==> src/include/rp_defs.svh <==
// bus, sample, region and pwm geometry constants
// housekeeping id word

`ifndef RP_DEFS_SVH
`define RP_DEFS_SVH

// system bus
`define RP_BUS_AW      32
`define RP_BUS_DW      32
`define RP_SEL_W       4            // one select per byte

// analog data path
`define RP_ADC_PIN_W   14           // pin word, reserved lsbs already stripped
`define RP_SMP_W       14           // signed sample

// region field of the bus address, 1 MB per region
`define RP_REGION_LSB  20
`define RP_REGION_MSB  22
`define RP_N_REGION    8

// housekeeping
`define RP_HK_ID       32'h5250_0001  // "RP" + revision
`define RP_LED_W       8

// slow pwm dac
`define RP_N_PWM       4
`define RP_PWM_CFG_W   24           // duty in [23:16], dither mask in [15:0]
`define RP_PWM_STEPS   256          // adc_clk cycles per period
`define RP_PWM_DITHER  16           // periods per dither cycle

`endif

==> src/verilog/rp_pkg.sv <==
// shared types: sample word, bus regions, register offsets

`include "rp_defs.svh"

package rp_pkg;

  // two's complement sample as seen inside the fabric
  typedef logic signed [`RP_SMP_W-1:0] rp_sample_t;

  // address bits 22..20
  typedef enum logic [`RP_REGION_MSB-`RP_REGION_LSB:0] {
    RGN_HK  = 3'd0,     // housekeeping
    RGN_AMS = 3'd4      // pwm config
  } rp_region_e;

  // housekeeping byte offsets
  typedef enum logic [7:0] {
    HK_ID    = 8'h00,
    HK_LED   = 8'h04,
    HK_LOOP  = 8'h08,
    HK_DAC_A = 8'h0C,
    HK_DAC_B = 8'h10,
    HK_ADC_A = 8'h14,   // read only
    HK_ADC_B = 8'h18    // read only
  } rp_hk_reg_e;

  // ams byte offsets, one word per pwm channel
  typedef enum logic [7:0] {
    PWM_CFG0 = 8'h20,
    PWM_CFG1 = 8'h24,
    PWM_CFG2 = 8'h28,
    PWM_CFG3 = 8'h2C
  } rp_ams_reg_e;

endpackage

==> src/verilog/rp_sys_decoder.sv <==
// system bus region decoder, response mux, default slave for unmapped regions

`timescale 1ns/10ps
`include "rp_defs.svh"

module rp_sys_decoder import rp_pkg::*; (
  input  logic                                    adc_clk,     // checker clock
  input  logic                                    arst_n_i,
  input  logic [`RP_BUS_AW-1:0]                   sys_addr_i,
  input  logic                                    sys_wen_i,
  input  logic                                    sys_ren_i,
  input  logic [1:0][`RP_BUS_DW-1:0]              rdata_i,     // [0] hk, [1] ams
  input  logic [1:0]                              ack_i,
  input  logic [1:0]                              err_i,
  output logic [`RP_N_REGION-1:0]                 wen_o,
  output logic [`RP_N_REGION-1:0]                 ren_o,
  output logic [`RP_BUS_DW-1:0]                   sys_rdata_o,
  output logic                                    sys_ack_o,
  output logic                                    sys_err_o
);

  localparam int         RW          = `RP_REGION_MSB - `RP_REGION_LSB + 1;
  localparam rp_region_e MAP_RGN [2] = '{RGN_HK, RGN_AMS};  // slave port -> region

  logic [RW-1:0]                           rgn;
  logic [`RP_N_REGION-1:0]                 cs;          // one-hot select
  logic                                    strb;
  logic [`RP_N_REGION-1:0][`RP_BUS_DW-1:0] tab_rdata;
  logic [`RP_N_REGION-1:0]                 tab_ack;
  logic [`RP_N_REGION-1:0]                 tab_err;

  assign rgn   = sys_addr_i[`RP_REGION_MSB:`RP_REGION_LSB];
  assign cs    = `RP_N_REGION'(1) << rgn;
  assign strb  = sys_wen_i | sys_ren_i;
  assign wen_o = cs & {`RP_N_REGION{sys_wen_i}};
  assign ren_o = cs & {`RP_N_REGION{sys_ren_i}};

  // response table, unmapped entries answer in the strobe cycle
  always_comb
  begin
    for (int r = 0; r < `RP_N_REGION; r++)
    begin
      tab_rdata[r] = '0;
      tab_ack[r]   = strb;
      tab_err[r]   = 1'b0;
    end
    for (int m = 0; m < 2; m++)
    begin
      tab_rdata[MAP_RGN[m]] = rdata_i[m];
      tab_ack[MAP_RGN[m]]   = ack_i[m];
      tab_err[MAP_RGN[m]]   = err_i[m];
    end
  end

  assign sys_rdata_o = tab_rdata[rgn];  // address held until ack
  assign sys_ack_o   = tab_ack[rgn];
  assign sys_err_o   = tab_err[rgn];

  // no spurious ack, mapped slaves answer one cycle late
  a_ack_has_strobe: assert property (@(posedge adc_clk) disable iff (!arst_n_i)
    $rose(sys_ack_o) |-> strb || $past(strb))
    else $error("bus ack without strobe");

endmodule

==> src/verilog/rp_hk.sv <==
// housekeeping slave: id, leds, digital loop, dac set values, adc capture

`timescale 1ns/10ps
`include "rp_defs.svh"

module rp_hk import rp_pkg::*; (
  input  logic                    adc_clk,
  input  logic                    arst_n_i,
  input  logic [`RP_BUS_AW-1:0]   sys_addr_i,
  input  logic [`RP_BUS_DW-1:0]   sys_wdata_i,
  input  logic [`RP_SEL_W-1:0]    sys_sel_i,
  input  logic                    wen_i,
  input  logic                    ren_i,
  input  rp_sample_t              adc_a_i,
  input  rp_sample_t              adc_b_i,
  output logic [`RP_BUS_DW-1:0]   rdata_o,
  output logic                    ack_o,
  output logic                    err_o,
  output logic [`RP_LED_W-1:0]    led_o,
  output logic                    digital_loop_o,
  output rp_sample_t              dac_a_o,
  output rp_sample_t              dac_b_o
);

  localparam int XW = `RP_BUS_DW - `RP_SMP_W;  // sign extension bits

  logic [`RP_LED_W-1:0]  led_q;
  logic                  loop_q;
  rp_sample_t            dac_a_q, dac_b_q;
  rp_sample_t            adc_a_q, adc_b_q;   // captured every cycle
  logic [`RP_BUS_DW-1:0] rd_mux;

  always_ff @(posedge adc_clk)
  begin
    adc_a_q <= adc_a_i;
    adc_b_q <= adc_b_i;
  end

  //////////////////////////////
  // byte masked writes
  always_ff @(posedge adc_clk or negedge arst_n_i)
  begin
    if (!arst_n_i)
    begin
      led_q   <= '0;
      loop_q  <= 1'b0;
      dac_a_q <= '0;        // signed zero, mid scale on the pins
      dac_b_q <= '0;
    end
    else if (wen_i)
    begin
      case (sys_addr_i[7:0])
        HK_LED:   if (sys_sel_i[0]) led_q <= sys_wdata_i[`RP_LED_W-1:0];
        HK_LOOP:  if (sys_sel_i[0]) loop_q <= sys_wdata_i[0];
        HK_DAC_A:
        begin
          if (sys_sel_i[0]) dac_a_q[7:0] <= sys_wdata_i[7:0];
          if (sys_sel_i[1]) dac_a_q[`RP_SMP_W-1:8] <= sys_wdata_i[`RP_SMP_W-1:8];
        end
        HK_DAC_B:
        begin
          if (sys_sel_i[0]) dac_b_q[7:0] <= sys_wdata_i[7:0];
          if (sys_sel_i[1]) dac_b_q[`RP_SMP_W-1:8] <= sys_wdata_i[`RP_SMP_W-1:8];
        end
        default: ;          // id and adc words are read only
      endcase
    end
  end

  always_comb
  begin
    case (sys_addr_i[7:0])
      HK_ID:    rd_mux = `RP_HK_ID;
      HK_LED:   rd_mux = {{(`RP_BUS_DW-`RP_LED_W){1'b0}}, led_q};
      HK_LOOP:  rd_mux = {{(`RP_BUS_DW-1){1'b0}}, loop_q};
      HK_DAC_A: rd_mux = {{XW{dac_a_q[`RP_SMP_W-1]}}, dac_a_q};
      HK_DAC_B: rd_mux = {{XW{dac_b_q[`RP_SMP_W-1]}}, dac_b_q};
      HK_ADC_A: rd_mux = {{XW{adc_a_q[`RP_SMP_W-1]}}, adc_a_q};
      HK_ADC_B: rd_mux = {{XW{adc_b_q[`RP_SMP_W-1]}}, adc_b_q};
      default:  rd_mux = '0;   // unknown offset
    endcase
  end

  //////////////////////////////
  // response, one cycle after strobe
  always_ff @(posedge adc_clk or negedge arst_n_i)
  begin
    if (!arst_n_i)
      ack_o <= 1'b0;
    else
      ack_o <= wen_i | ren_i;
  end

  always_ff @(posedge adc_clk)
    rdata_o <= ren_i ? rd_mux : '0;

  assign err_o          = 1'b0;
  assign led_o          = led_q;
  assign digital_loop_o = loop_q;
  assign dac_a_o        = dac_a_q;
  assign dac_b_o        = dac_b_q;

  // strobe answered in the next cycle with no overlapping access
  a_hk_ack: assert property (@(posedge adc_clk) disable iff (!arst_n_i)
    (wen_i || ren_i) |=> ack_o && !(wen_i || ren_i))
    else $error("hk strobe not answered alone in the next cycle");

endmodule

==> src/verilog/rp_analog_io.sv <==
// adc input register and code conversion with digital loop, dac output register

`timescale 1ns/10ps
`include "rp_defs.svh"

module rp_analog_io import rp_pkg::*; (
  input  logic                      adc_clk,
  input  logic                      arst_n_i,
  input  logic [`RP_ADC_PIN_W-1:0]  adc_dat_a_i,
  input  logic [`RP_ADC_PIN_W-1:0]  adc_dat_b_i,
  input  logic                      digital_loop_i,
  input  rp_sample_t                dac_a_i,
  input  rp_sample_t                dac_b_i,
  output rp_sample_t                adc_a_o,
  output rp_sample_t                adc_b_o,
  output logic [`RP_SMP_W-1:0]      dac_dat_a_o,
  output logic [`RP_SMP_W-1:0]      dac_dat_b_o
);

  logic [`RP_ADC_PIN_W-1:0] adc_a_q, adc_b_q;  // pin registers

  // negative slope offset binary <-> two's complement, same rule both ways
  function automatic logic [`RP_SMP_W-1:0] neg_slope(input logic [`RP_SMP_W-1:0] v);
    return {v[`RP_SMP_W-1], ~v[`RP_SMP_W-2:0]};
  endfunction

  always_ff @(posedge adc_clk)
  begin
    adc_a_q <= adc_dat_a_i;
    adc_b_q <= adc_dat_b_i;
  end

  // loop path bypasses the pin register
  assign adc_a_o = digital_loop_i ? dac_a_i : neg_slope(adc_a_q);
  assign adc_b_o = digital_loop_i ? dac_b_i : neg_slope(adc_b_q);

  //////////////////////////////
  // dac output registers
  always_ff @(posedge adc_clk or negedge arst_n_i)
  begin
    if (!arst_n_i)
    begin
      dac_dat_a_o <= neg_slope('0);  // code of signed zero
      dac_dat_b_o <= neg_slope('0);
    end
    else
    begin
      dac_dat_a_o <= neg_slope(dac_a_i);
      dac_dat_b_o <= neg_slope(dac_b_i);
    end
  end

endmodule

==> src/verilog/rp_ams.sv <==
// pwm configuration slave, four 24-bit words

`timescale 1ns/10ps
`include "rp_defs.svh"

module rp_ams import rp_pkg::*; (
  input  logic                                     adc_clk,
  input  logic                                     arst_n_i,
  input  logic [`RP_BUS_AW-1:0]                    sys_addr_i,
  input  logic [`RP_BUS_DW-1:0]                    sys_wdata_i,
  input  logic [`RP_SEL_W-1:0]                     sys_sel_i,
  input  logic                                     wen_i,
  input  logic                                     ren_i,
  output logic [`RP_BUS_DW-1:0]                    rdata_o,
  output logic                                     ack_o,
  output logic                                     err_o,
  output logic [`RP_N_PWM-1:0][`RP_PWM_CFG_W-1:0]  pwm_cfg_o
);

  localparam int IW = $clog2(`RP_N_PWM);
  localparam int NB = `RP_PWM_CFG_W / 8;     // writable bytes per word

  logic [`RP_N_PWM-1:0][`RP_PWM_CFG_W-1:0] cfg_q;
  logic                                    hit;  // offset maps to a word
  logic [IW-1:0]                           idx;

  always_comb
  begin
    hit = 1'b1;
    idx = '0;
    case (sys_addr_i[7:0])
      PWM_CFG0: idx = IW'(0);
      PWM_CFG1: idx = IW'(1);
      PWM_CFG2: idx = IW'(2);
      PWM_CFG3: idx = IW'(3);
      default:  hit = 1'b0;
    endcase
  end

  //////////////////////////////
  // config words and response
  always_ff @(posedge adc_clk or negedge arst_n_i)
  begin
    if (!arst_n_i)
    begin
      cfg_q <= '0;          // all channels idle low
      ack_o <= 1'b0;
    end
    else
    begin
      ack_o <= wen_i | ren_i;
      if (wen_i && hit)
        for (int b = 0; b < NB; b++)
          if (sys_sel_i[b]) cfg_q[idx][b*8 +: 8] <= sys_wdata_i[b*8 +: 8];
    end
  end

  always_ff @(posedge adc_clk)
    rdata_o <= (ren_i && hit) ? {{(`RP_BUS_DW-`RP_PWM_CFG_W){1'b0}}, cfg_q[idx]} : '0;

  assign err_o     = 1'b0;
  assign pwm_cfg_o = cfg_q;

endmodule

==> src/verilog/rp_pwm.sv <==
// dithered pwm channel, duty in cfg[23:16], per-period dither mask in cfg[15:0]

`timescale 1ns/10ps
`include "rp_defs.svh"

module rp_pwm (
  input  logic                      adc_clk,
  input  logic                      arst_n_i,
  input  logic [`RP_PWM_CFG_W-1:0]  cfg_i,
  output logic                      pwm_o
);

  localparam int SW = $clog2(`RP_PWM_STEPS);    // step counter width
  localparam int PW = $clog2(`RP_PWM_DITHER);   // sub-period counter width

  logic [SW-1:0]              step;
  logic [PW-1:0]              sub;
  logic [`RP_PWM_CFG_W-1:0]   cfg_q;            // stable for a whole period
  logic [SW-1:0]              duty;
  logic [`RP_PWM_DITHER-1:0]  dither;
  logic [SW:0]                thresh;           // one bit wider, 256 fits

  assign duty   = cfg_q[`RP_PWM_CFG_W-1 -: SW];
  assign dither = cfg_q[`RP_PWM_DITHER-1:0];
  assign thresh = {1'b0, duty} + (SW+1)'(dither[sub]);  // extra step when bit set

  //////////////////////////////
  // counters, config latch, output
  always_ff @(posedge adc_clk or negedge arst_n_i)
  begin
    if (!arst_n_i)
    begin
      step  <= '0;
      sub   <= '0;
      cfg_q <= '0;
      pwm_o <= 1'b0;
    end
    else
    begin
      step <= step + 1'b1;            // wraps every period
      if (step == '1)
      begin
        sub   <= sub + 1'b1;          // next sub-period
        cfg_q <= cfg_i;               // takes effect at period start
      end
      pwm_o <= {1'b0, step} < thresh;
    end
  end

  // zero duty and clear dither bit keep the period low after its first step
  // output at step 0 still belongs to the previous period
  a_pwm_idle: assert property (@(posedge adc_clk) disable iff (!arst_n_i)
    (step != '0 && duty == '0 && !dither[sub]) |-> !pwm_o)
    else $error("pwm high with zero duty and clear dither bit");

endmodule

==> src/verilog/rp_top.sv <==
// fast clock core: bus decoder, housekeeping, analog io, ams and pwm channels

`timescale 1ns/10ps
`include "rp_defs.svh"

module rp_top import rp_pkg::*; (
  input  logic                             adc_clk,
  input  logic                             arst_n_i,
  // system bus
  input  logic [`RP_BUS_AW-1:0]            sys_addr_i,
  input  logic [`RP_BUS_DW-1:0]            sys_wdata_i,
  input  logic [`RP_SEL_W-1:0]             sys_sel_i,
  input  logic                             sys_wen_i,
  input  logic                             sys_ren_i,
  output logic [`RP_BUS_DW-1:0]            sys_rdata_o,
  output logic                             sys_ack_o,
  output logic                             sys_err_o,
  // converters
  input  logic [`RP_ADC_PIN_W-1:0]         adc_dat_a_i,
  input  logic [`RP_ADC_PIN_W-1:0]         adc_dat_b_i,
  output logic [`RP_SMP_W-1:0]             dac_dat_a_o,
  output logic [`RP_SMP_W-1:0]             dac_dat_b_o,
  output logic [`RP_N_PWM-1:0]             dac_pwm_o,
  output logic [`RP_LED_W-1:0]             led_o
);

  logic [`RP_N_REGION-1:0]                 rgn_wen;
  logic [`RP_N_REGION-1:0]                 rgn_ren;
  logic [1:0][`RP_BUS_DW-1:0]              slv_rdata;   // [0] hk, [1] ams
  logic [1:0]                              slv_ack;
  logic [1:0]                              slv_err;
  rp_sample_t                              adc_a, adc_b;  // converted adc
  rp_sample_t                              dac_a, dac_b;  // set values
  logic                                    digital_loop;
  logic [`RP_N_PWM-1:0][`RP_PWM_CFG_W-1:0] pwm_cfg;

  //////////////////////////////
  // bus
  rp_sys_decoder i_dec (
    .adc_clk (adc_clk), .arst_n_i (arst_n_i),
    .sys_addr_i (sys_addr_i), .sys_wen_i (sys_wen_i), .sys_ren_i (sys_ren_i),
    .rdata_i (slv_rdata), .ack_i (slv_ack), .err_i (slv_err),
    .wen_o (rgn_wen), .ren_o (rgn_ren),
    .sys_rdata_o (sys_rdata_o), .sys_ack_o (sys_ack_o), .sys_err_o (sys_err_o)
  );

  //////////////////////////////
  // housekeeping + analog path
  rp_hk i_hk (
    .adc_clk (adc_clk), .arst_n_i (arst_n_i),
    .sys_addr_i (sys_addr_i), .sys_wdata_i (sys_wdata_i), .sys_sel_i (sys_sel_i),
    .wen_i (rgn_wen[RGN_HK]), .ren_i (rgn_ren[RGN_HK]),
    .adc_a_i (adc_a), .adc_b_i (adc_b),
    .rdata_o (slv_rdata[0]), .ack_o (slv_ack[0]), .err_o (slv_err[0]),
    .led_o (led_o), .digital_loop_o (digital_loop), .dac_a_o (dac_a), .dac_b_o (dac_b)
  );

  rp_analog_io i_aio (
    .adc_clk (adc_clk), .arst_n_i (arst_n_i),
    .adc_dat_a_i (adc_dat_a_i), .adc_dat_b_i (adc_dat_b_i),
    .digital_loop_i (digital_loop), .dac_a_i (dac_a), .dac_b_i (dac_b),
    .adc_a_o (adc_a), .adc_b_o (adc_b),
    .dac_dat_a_o (dac_dat_a_o), .dac_dat_b_o (dac_dat_b_o)
  );

  //////////////////////////////
  // slow pwm dac
  rp_ams i_ams (
    .adc_clk (adc_clk), .arst_n_i (arst_n_i),
    .sys_addr_i (sys_addr_i), .sys_wdata_i (sys_wdata_i), .sys_sel_i (sys_sel_i),
    .wen_i (rgn_wen[RGN_AMS]), .ren_i (rgn_ren[RGN_AMS]),
    .rdata_o (slv_rdata[1]), .ack_o (slv_ack[1]), .err_o (slv_err[1]),
    .pwm_cfg_o (pwm_cfg)
  );

  for (genvar i = 0; i < `RP_N_PWM; i++)
  begin : g_pwm
    rp_pwm i_pwm (
      .adc_clk (adc_clk), .arst_n_i (arst_n_i),
      .cfg_i (pwm_cfg[i]), .pwm_o (dac_pwm_o[i])  // straight to pin
    );
  end

endmodule

==> config.mk <==
export PLATFORM = sky130hd
export DESIGN_NAME = rp_top
export DESIGN_NICKNAME = d
export VERILOG_FILES = /design/src/verilog/rp_pkg.sv /design/src/verilog/rp_sys_decoder.sv /design/src/verilog/rp_hk.sv /design/src/verilog/rp_analog_io.sv /design/src/verilog/rp_ams.sv /design/src/verilog/rp_pwm.sv /design/src/verilog/rp_top.sv
export VERILOG_INCLUDE_DIRS = /design/src /design/src/include
export SDC_FILE = /design/constraint.sdc
export NUM_CORES = 1
export LEC_CHECK = 0
export ABC_AREA = 1
export BUFFER_PORTS_ARGS = -buffer_cell sky130_fd_sc_hd__buf_2
export CAP_MARGIN = 20
export CELL_PAD_IN_SITES_DETAIL_PLACEMENT = 1
export CELL_PAD_IN_SITES_GLOBAL_PLACEMENT = 1
export CORE_MARGIN = 2
export CORE_UTILIZATION = 35
export DETAILED_ROUTE_END_ITERATION = 8
export PLACE_DENSITY_LB_ADDON = 0.1
export SLEW_MARGIN = 25
export SYNTH_ARGS = -nofsm -noshare
export SYNTH_HDL_FRONTEND = slang
export SYNTH_SLANG_ARGS = --single-unit
export TNS_END_PERCENT = 20
==> constraint.sdc <==
create_clock -name adc_clk -period 3.27 [get_ports adc_clk]
set_input_delay 0.4905 -clock adc_clk [delete_from_list [all_inputs] [get_ports adc_clk]]
set_output_delay 0.4905 -clock adc_clk [all_outputs]
set_load 0.05 [all_outputs]
Yosys cells after proc, flatten, opt, wreduce, memory -nomap -nowiden
Memory sizes are Yosys's and may differ from the RTL's.
Cells that the tools add are included.
- add/subtract/negate cells: 12
- order comparisons: 11
- equality and inequality tests: 14
- shift operators: 1
- mux-type cells: 34
- bitwise operators: 9
- reduce and logical (&&, ||, !) cells: 11
- operators by type and width (cell ; number):
    $mux 96 ; 5
    $bwmux 96 ; 3
    $pmux 32 s7 ; 1
    $demux 24 s2 ; 3
    $bmux 32 s3 ; 1
    $not 13->13 ; 4
    $bmux 24 s2 ; 1
    $mux 24 ; 2
    $add 8x1->9 ; 4
    $lt 8x9->1 ; 4
    $add 8x1->8 const B ; 4
    $eq 8x6->1 const B ; 4
    $eq 8x8->1 const B ; 4
    $mux 32 ; 1
    $mux 14 ; 2
    $eq 8x5->1 const B ; 3
    $lt 4x5->1 const B ; 4
    $reduce_and 3->1 ; 6
    $add 4x1->4 const B ; 4
    $bmux 1 s4 ; 4
    $eq 8x4->1 const B ; 2
    $mux 16 ; 1
    $and 5x5->5 ; 2
    $eq 8x3->1 const B ; 1
    other kinds (12) ; 22
- bits in registers: 431
- memory bits (read-only): 8
- input port bits: 100
- logic and storage cells: 130
- memories kept: 1
- memory list (name ; words ; width ; rd ports ; clocked after Yosys merged registers in ; wr ports ; RTL line ; RTL):
    (name not given) ; 8 ; 1 ; 1 ; 0 ; 0 ; rp_sys_decoder.sv:57 ; assign sys_err_o = tab_err[rgn];

Depth between registers and ports, before layout
- depth after elaboration: 14
- gate-level depth with buffers: 20
- depth with buffers taken out: 19

Modules after synthesis
Synthesis repeated with hierarchy kept, for this count alone.
- cell total of the unflattened synthesis: 2251
- area total of the unflattened synthesis: 19103.3 um2
- by module, submodules not included (module ; instances ; cells each ; area an instance (um2)):
    rp_pwm ; 4 ; 234 ; 1981.9
    rp_ams ; 1 ; 641 ; 5425.2
    rp_hk ; 1 ; 375 ; 3263.1
    rp_analog_io ; 1 ; 147 ; 1791.7
    rp_sys_decoder ; 1 ; 152 ; 695.7

Worst setup path before layout
OpenSTA, ideal clock, no wires.
- kind: reg2reg
- start: reg g_pwm[2].i_pwm.sub[0]
- end: reg g_pwm[2].i_pwm.pwm_o
- setup time: 118 ps
- data arrival time: 2710 ps
- required time: 3152 ps
- setup slack: 442 ps
- stages on the path, launching flop included: 20
- path buffers: 1
- period minus slack after synthesis: 2828 ps
- cell sequence: dfrtp_1 > clkbuf_1 > clkinv_1 > nor2_1 > nor2_1 > o21ai_0 > o21ai_0 > o21ai_0 > nand2_1 > ha_1 > ha_1 > nand2_1 > nor2_1 > nand3_1 > xor2_1 > ha_1 > a21oi_1 > or2_2 > nand3_1 > nor2_1
- longest elaborated chain between the ends: 4
- ends and longest elaborated chain (element ; RTL line ; RTL):
    start: declaration ; rp_pwm.sv:17 ; logic [PW-1:0] sub;
    start signal: assignment ; rp_pwm.sv:43 ; sub <= sub + 1'b1;
    $bmux 1 s4 ; rp_pwm.sv:25 ; assign thresh = {1'b0, duty} + (SW+1)'(dither[sub]);
    $mux 1 (implied by the code) ; rp_pwm.sv:25 ;
    $add 8x1->9 ; rp_pwm.sv:25 ;
    $lt 8x9->1 ; rp_pwm.sv:46 ; pwm_o <= {1'b0, step} < thresh;
    end signal: assignment ; rp_pwm.sv:46 ;
    end: declaration ; rp_pwm.sv:10 ; output logic pwm_o
No other way between the ends. The select of a mux whose other input is x is not followed.
A chain may end at the register's enable or synchronous reset.

Worst setup path in the final report
- start: reg g_pwm[3].i_pwm.sub[0]
- end: reg g_pwm[3].i_pwm.pwm_o
- longest elaborated chain between the ends: 4
- ends and longest elaborated chain (element ; RTL line):
    start: declaration ; rp_pwm.sv:17
    start signal: assignment ; rp_pwm.sv:43
    $bmux 1 s4 ; rp_pwm.sv:25
    $mux 1 (implied by the code) ; rp_pwm.sv:25
    $add 8x1->9 ; rp_pwm.sv:25
    $lt 8x9->1 ; rp_pwm.sv:46
    end signal: assignment ; rp_pwm.sv:46
    end: declaration ; rp_pwm.sv:10
No other way between the ends. The select of a mux whose other input is x is not followed.

==> impl_metrics.toml <==
[route]
ant_nets = 0
dr.first_iter.drc_count = 682
drc = 0
drt-pass1-iter-count = 5
routed-via-count = 14600
via_per_inst = 4.882
wirelength_mm = 55.73
wl_per_cell_um = 18.64

[cts]
cts.sinks = 406
ctsHtreeMaxLevel = 2
clock_latency_ns = 0.59
tritoncts.num_buffers = 48
cts_buffer_depth = 3
cts_tree = "yes"
root_buffer = "clkbuf_16"
post_cts_buffers = 0
path_clk_slew_ns = 0.06

[global_route]
grt.busiest_layer = "met2"
grt_pass1_wl_mm = 89.11
grt_max_degree = 76
grt_use_total = 0.2172
antenna_found_initial = 3
overflow = 0
met1_usage = 0.2772
met3_usage = 0.03399
grt_pass1_vias = 15680
globalRouteMet2Util = 0.3752

[die]
rows = 82
die_w_um = 229.3
ios = 174
die_y_um = 229.3
die_area_mm2 = 0.05256
floorplan.initialDensity = 0.3540
core_mm2 = 0.05017

[setup_path]
max_stage_delay_ns = 0.47
crit_path_frequent_cell = "nand2_1"
crit_slowest_cell = "dfrtp_2"
worstPathArrival_ns = 3.43
required_ns = 3.75
path_cells = "clkinvlp_4, nand2_1, nand4_1, nand2_1, a21oi_1, o21ai_0, nand2_1, ha_1, ha_1, nand2_1, nor2_4, nand3_1, xor2_1, ha_1, a21oi_1, or2_2, nand3_1, nor2_1"
crit_path_start_kind = "flop"
crit_type = "flop to flop"
crit_fanout = 9
cp-end-kind = "flop"

[power]
power.density_mw_per_mm2 = 529.2
p_leak_nw = 10.76
vdd_drop_max_v = 0.0003153

[timing]
period_share = 0.9025
worst_pin_slew_ns = 1.040
setup_viol = 0
drv_slew = 0
fin_crit_ns = 2.951
relSlewSlack = 0.3044
hold_violations = 0
finalWorstSetupSlack_ns = 0.3189
fmax_ghz = 0.3389
finClkSkew_ns = 0.01426
rsz0062_at_grt = "true"
tns_ns = 0

[synthesis]
syn_nets = 2254
syn_inst = 2106
synth.most_common_cell = "nand2_1"
synth_largest_area_cell = "dfrtp_1"
synthTopCellsByArea = "dfrtp_1 (40%), nand2_1 (16%), dfxtp_1 (11%)"
yosys_warnings = 0
ys.flop_type = "dfrtp_1"
syn_area_mm2 = 0.01776
synth_edf_count = 0
ys_seq_area_frac = 0.5471
ys_seq_elements = 406
avgSynthCellArea_um2 = 8.433
synth_commonest_cells = "nand2_1 (772), dfrtp_1 (285), nand3_1 (231), inv_1 (135), nor2_1 (107)"
async_reset_ff_frac = 0.7660
ys_types = 37
synth_top_area_share = 0.4015

[placement]
place.gp.congestion = 0.8263
dpl.hpwl_mm = 40.18
pre_cts_slack_ns = 0.2187
dp_cells = 2871
portBuffers = 142

[finish]
fill_cells = 5916
fin_nets = 2426
area_growth_pct = 20.32
final-seq-area_mm2 = 0.009719
antenna_cells = 0
fin_cells = 2990
multiInputGateArea_mm2 = 0.007097
drive_above_1_share = 0.1501

[job]
maxCapViolCount = 0

[status]
status = "completed"

[worst_hold_path]
hp-class = "input port to flop"
critical path: cells and delay by family, from the launching register on:
family	cells	cell delay (ns)
and+or+nand+nor	10	1.13
adders and majority gates	3	0.65
xor gates and xnor gates	1	0.15
buffers and inverters	1	0.15
DFF	1	0.47
AOI/OAI and AO/OA	3	0.28
power by group:
group	internal, mW	total (mW)	leakage, nW	switching [mW]
Sequential	5.05	5.07	4.98	0.0185
Clock	3.68	5.92	0.852	2.24
Combinational	0.0901	0.319	4.92	0.229
Total	8.83	11.3	10.8	2.48
worst paths after layout:
| kind | startpoint | end | slack, ns | cells past startpoint |
|---|---|---|---|---|
| worst min register to register | i_aio.adc_b_q[9] | i_hk.adc_b_q[9] | 0.41 | 1 |
| worst min-delay path | sys_wdata_i[15] | i_ams.pwm_cfg_o[87] | 0.20 | 3 |
| worst max register to register | g_pwm[3].i_pwm.sub[0] | g_pwm[3].i_pwm.pwm_o | 0.32 | 18 |
| min in group asynchronous | arst_n_i | g_pwm[3].i_pwm.step[5] | 0.47 | 2 |
| max in group asynchronous | arst_n_i | i_aio.dac_dat_a_o[8] | 1.94 | 3 |
| worst max-delay path | g_pwm[3].i_pwm.sub[0] | g_pwm[3].i_pwm.pwm_o | 0.32 | 18 |
cells in the final DEF (no fill, tap or decap), types with 43 or more instances in the layout:
master	instances
nand2_1	772
dfrtp_1	283
nand3_1	231
ha_1	48
inv_1	135
dfxtp_1	95
clkbuf_16	49
nor2_1	103
buf_2	141
o21ai_0	85
xor2_1	43
final cells by class:
class                           count  share of cell area
Clock inverter                     26             0.01868
Inverter                          160             0.02828
Multi-Input combinational cell   1452              0.3321
Timing Repair Buffer              210             0.06394
Sequential cell                   406              0.4548
Tap cell                          672             0.03935
Clock buffer                       64             0.06283
state kept, by name (all words and copies together) (netlist names), 15 cells and up:
name               count
g_pwm.i_pwm.cfg_q     96
g_pwm.i_pwm.step      32
g_pwm.i_pwm.sub       16
i_ams.pwm_cfg_o       96
i_ams.rdata_o         24
i_hk.rdata_o          15
routing by layer:
metal | up-vias | routed length [um] | part of all wire
li1 | 7059 | - | -
met1 | 7204 | 24820 | 0.45
met2 | 240 | 27070 | 0.49
met3 | 88 | 2158 | 0.039
met4 | 6 | 1636 | 0.029
met5 | - | 39 | 0.00070
through the flow:
| step | util | area (um^2) | power (mW) | hold WS (ns) |
|---|---|---|---|---|
| 3_3_place_gp | 0.3851 | 19320 | 5.464 | 0.3996 |
| 4_1_cts | 0.4256 | 21350 | 11.47 | 0.1802 |
| 6_report | 0.4259 | 21370 | 11.31 | 0.2038 |
| 3_5_place_dp | 0.3851 | 19320 | 5.467 | 0.4028 |
| 5_1_grt | 0.4259 | 21370 | 11.69 | 0.2145 |
| 2_1_floorplan | - | 17760 | 5.241 | 0.1949 |
cell families (layout without fill, tap and decap cells):
group / after synthesis / count (layout) / share of synthesized area
other cells: 1 / 1 / 0.0002111
simple gates: 1148 / 1148 / 0.2666
buf+inv: 248 / 460 / 0.05601
fa+ha+maj: 48 / 48 / 0.03381
flops: 406 / 406 / 0.5471
mux: 25 / 25 / 0.01585
compound gates: 176 / 176 / 0.05375
xor+xnor: 54 / 54 / 0.02663
repair_timing:
item | in CTS | in global routing
gates resized for setup | 0 | 6
endpoints found under the hold margin | 89 | 0
endpoints found under the setup margin | 0 | 3
hold buffers | 29 | 0
Note: power is estimated with default switching activity, not from simulation.
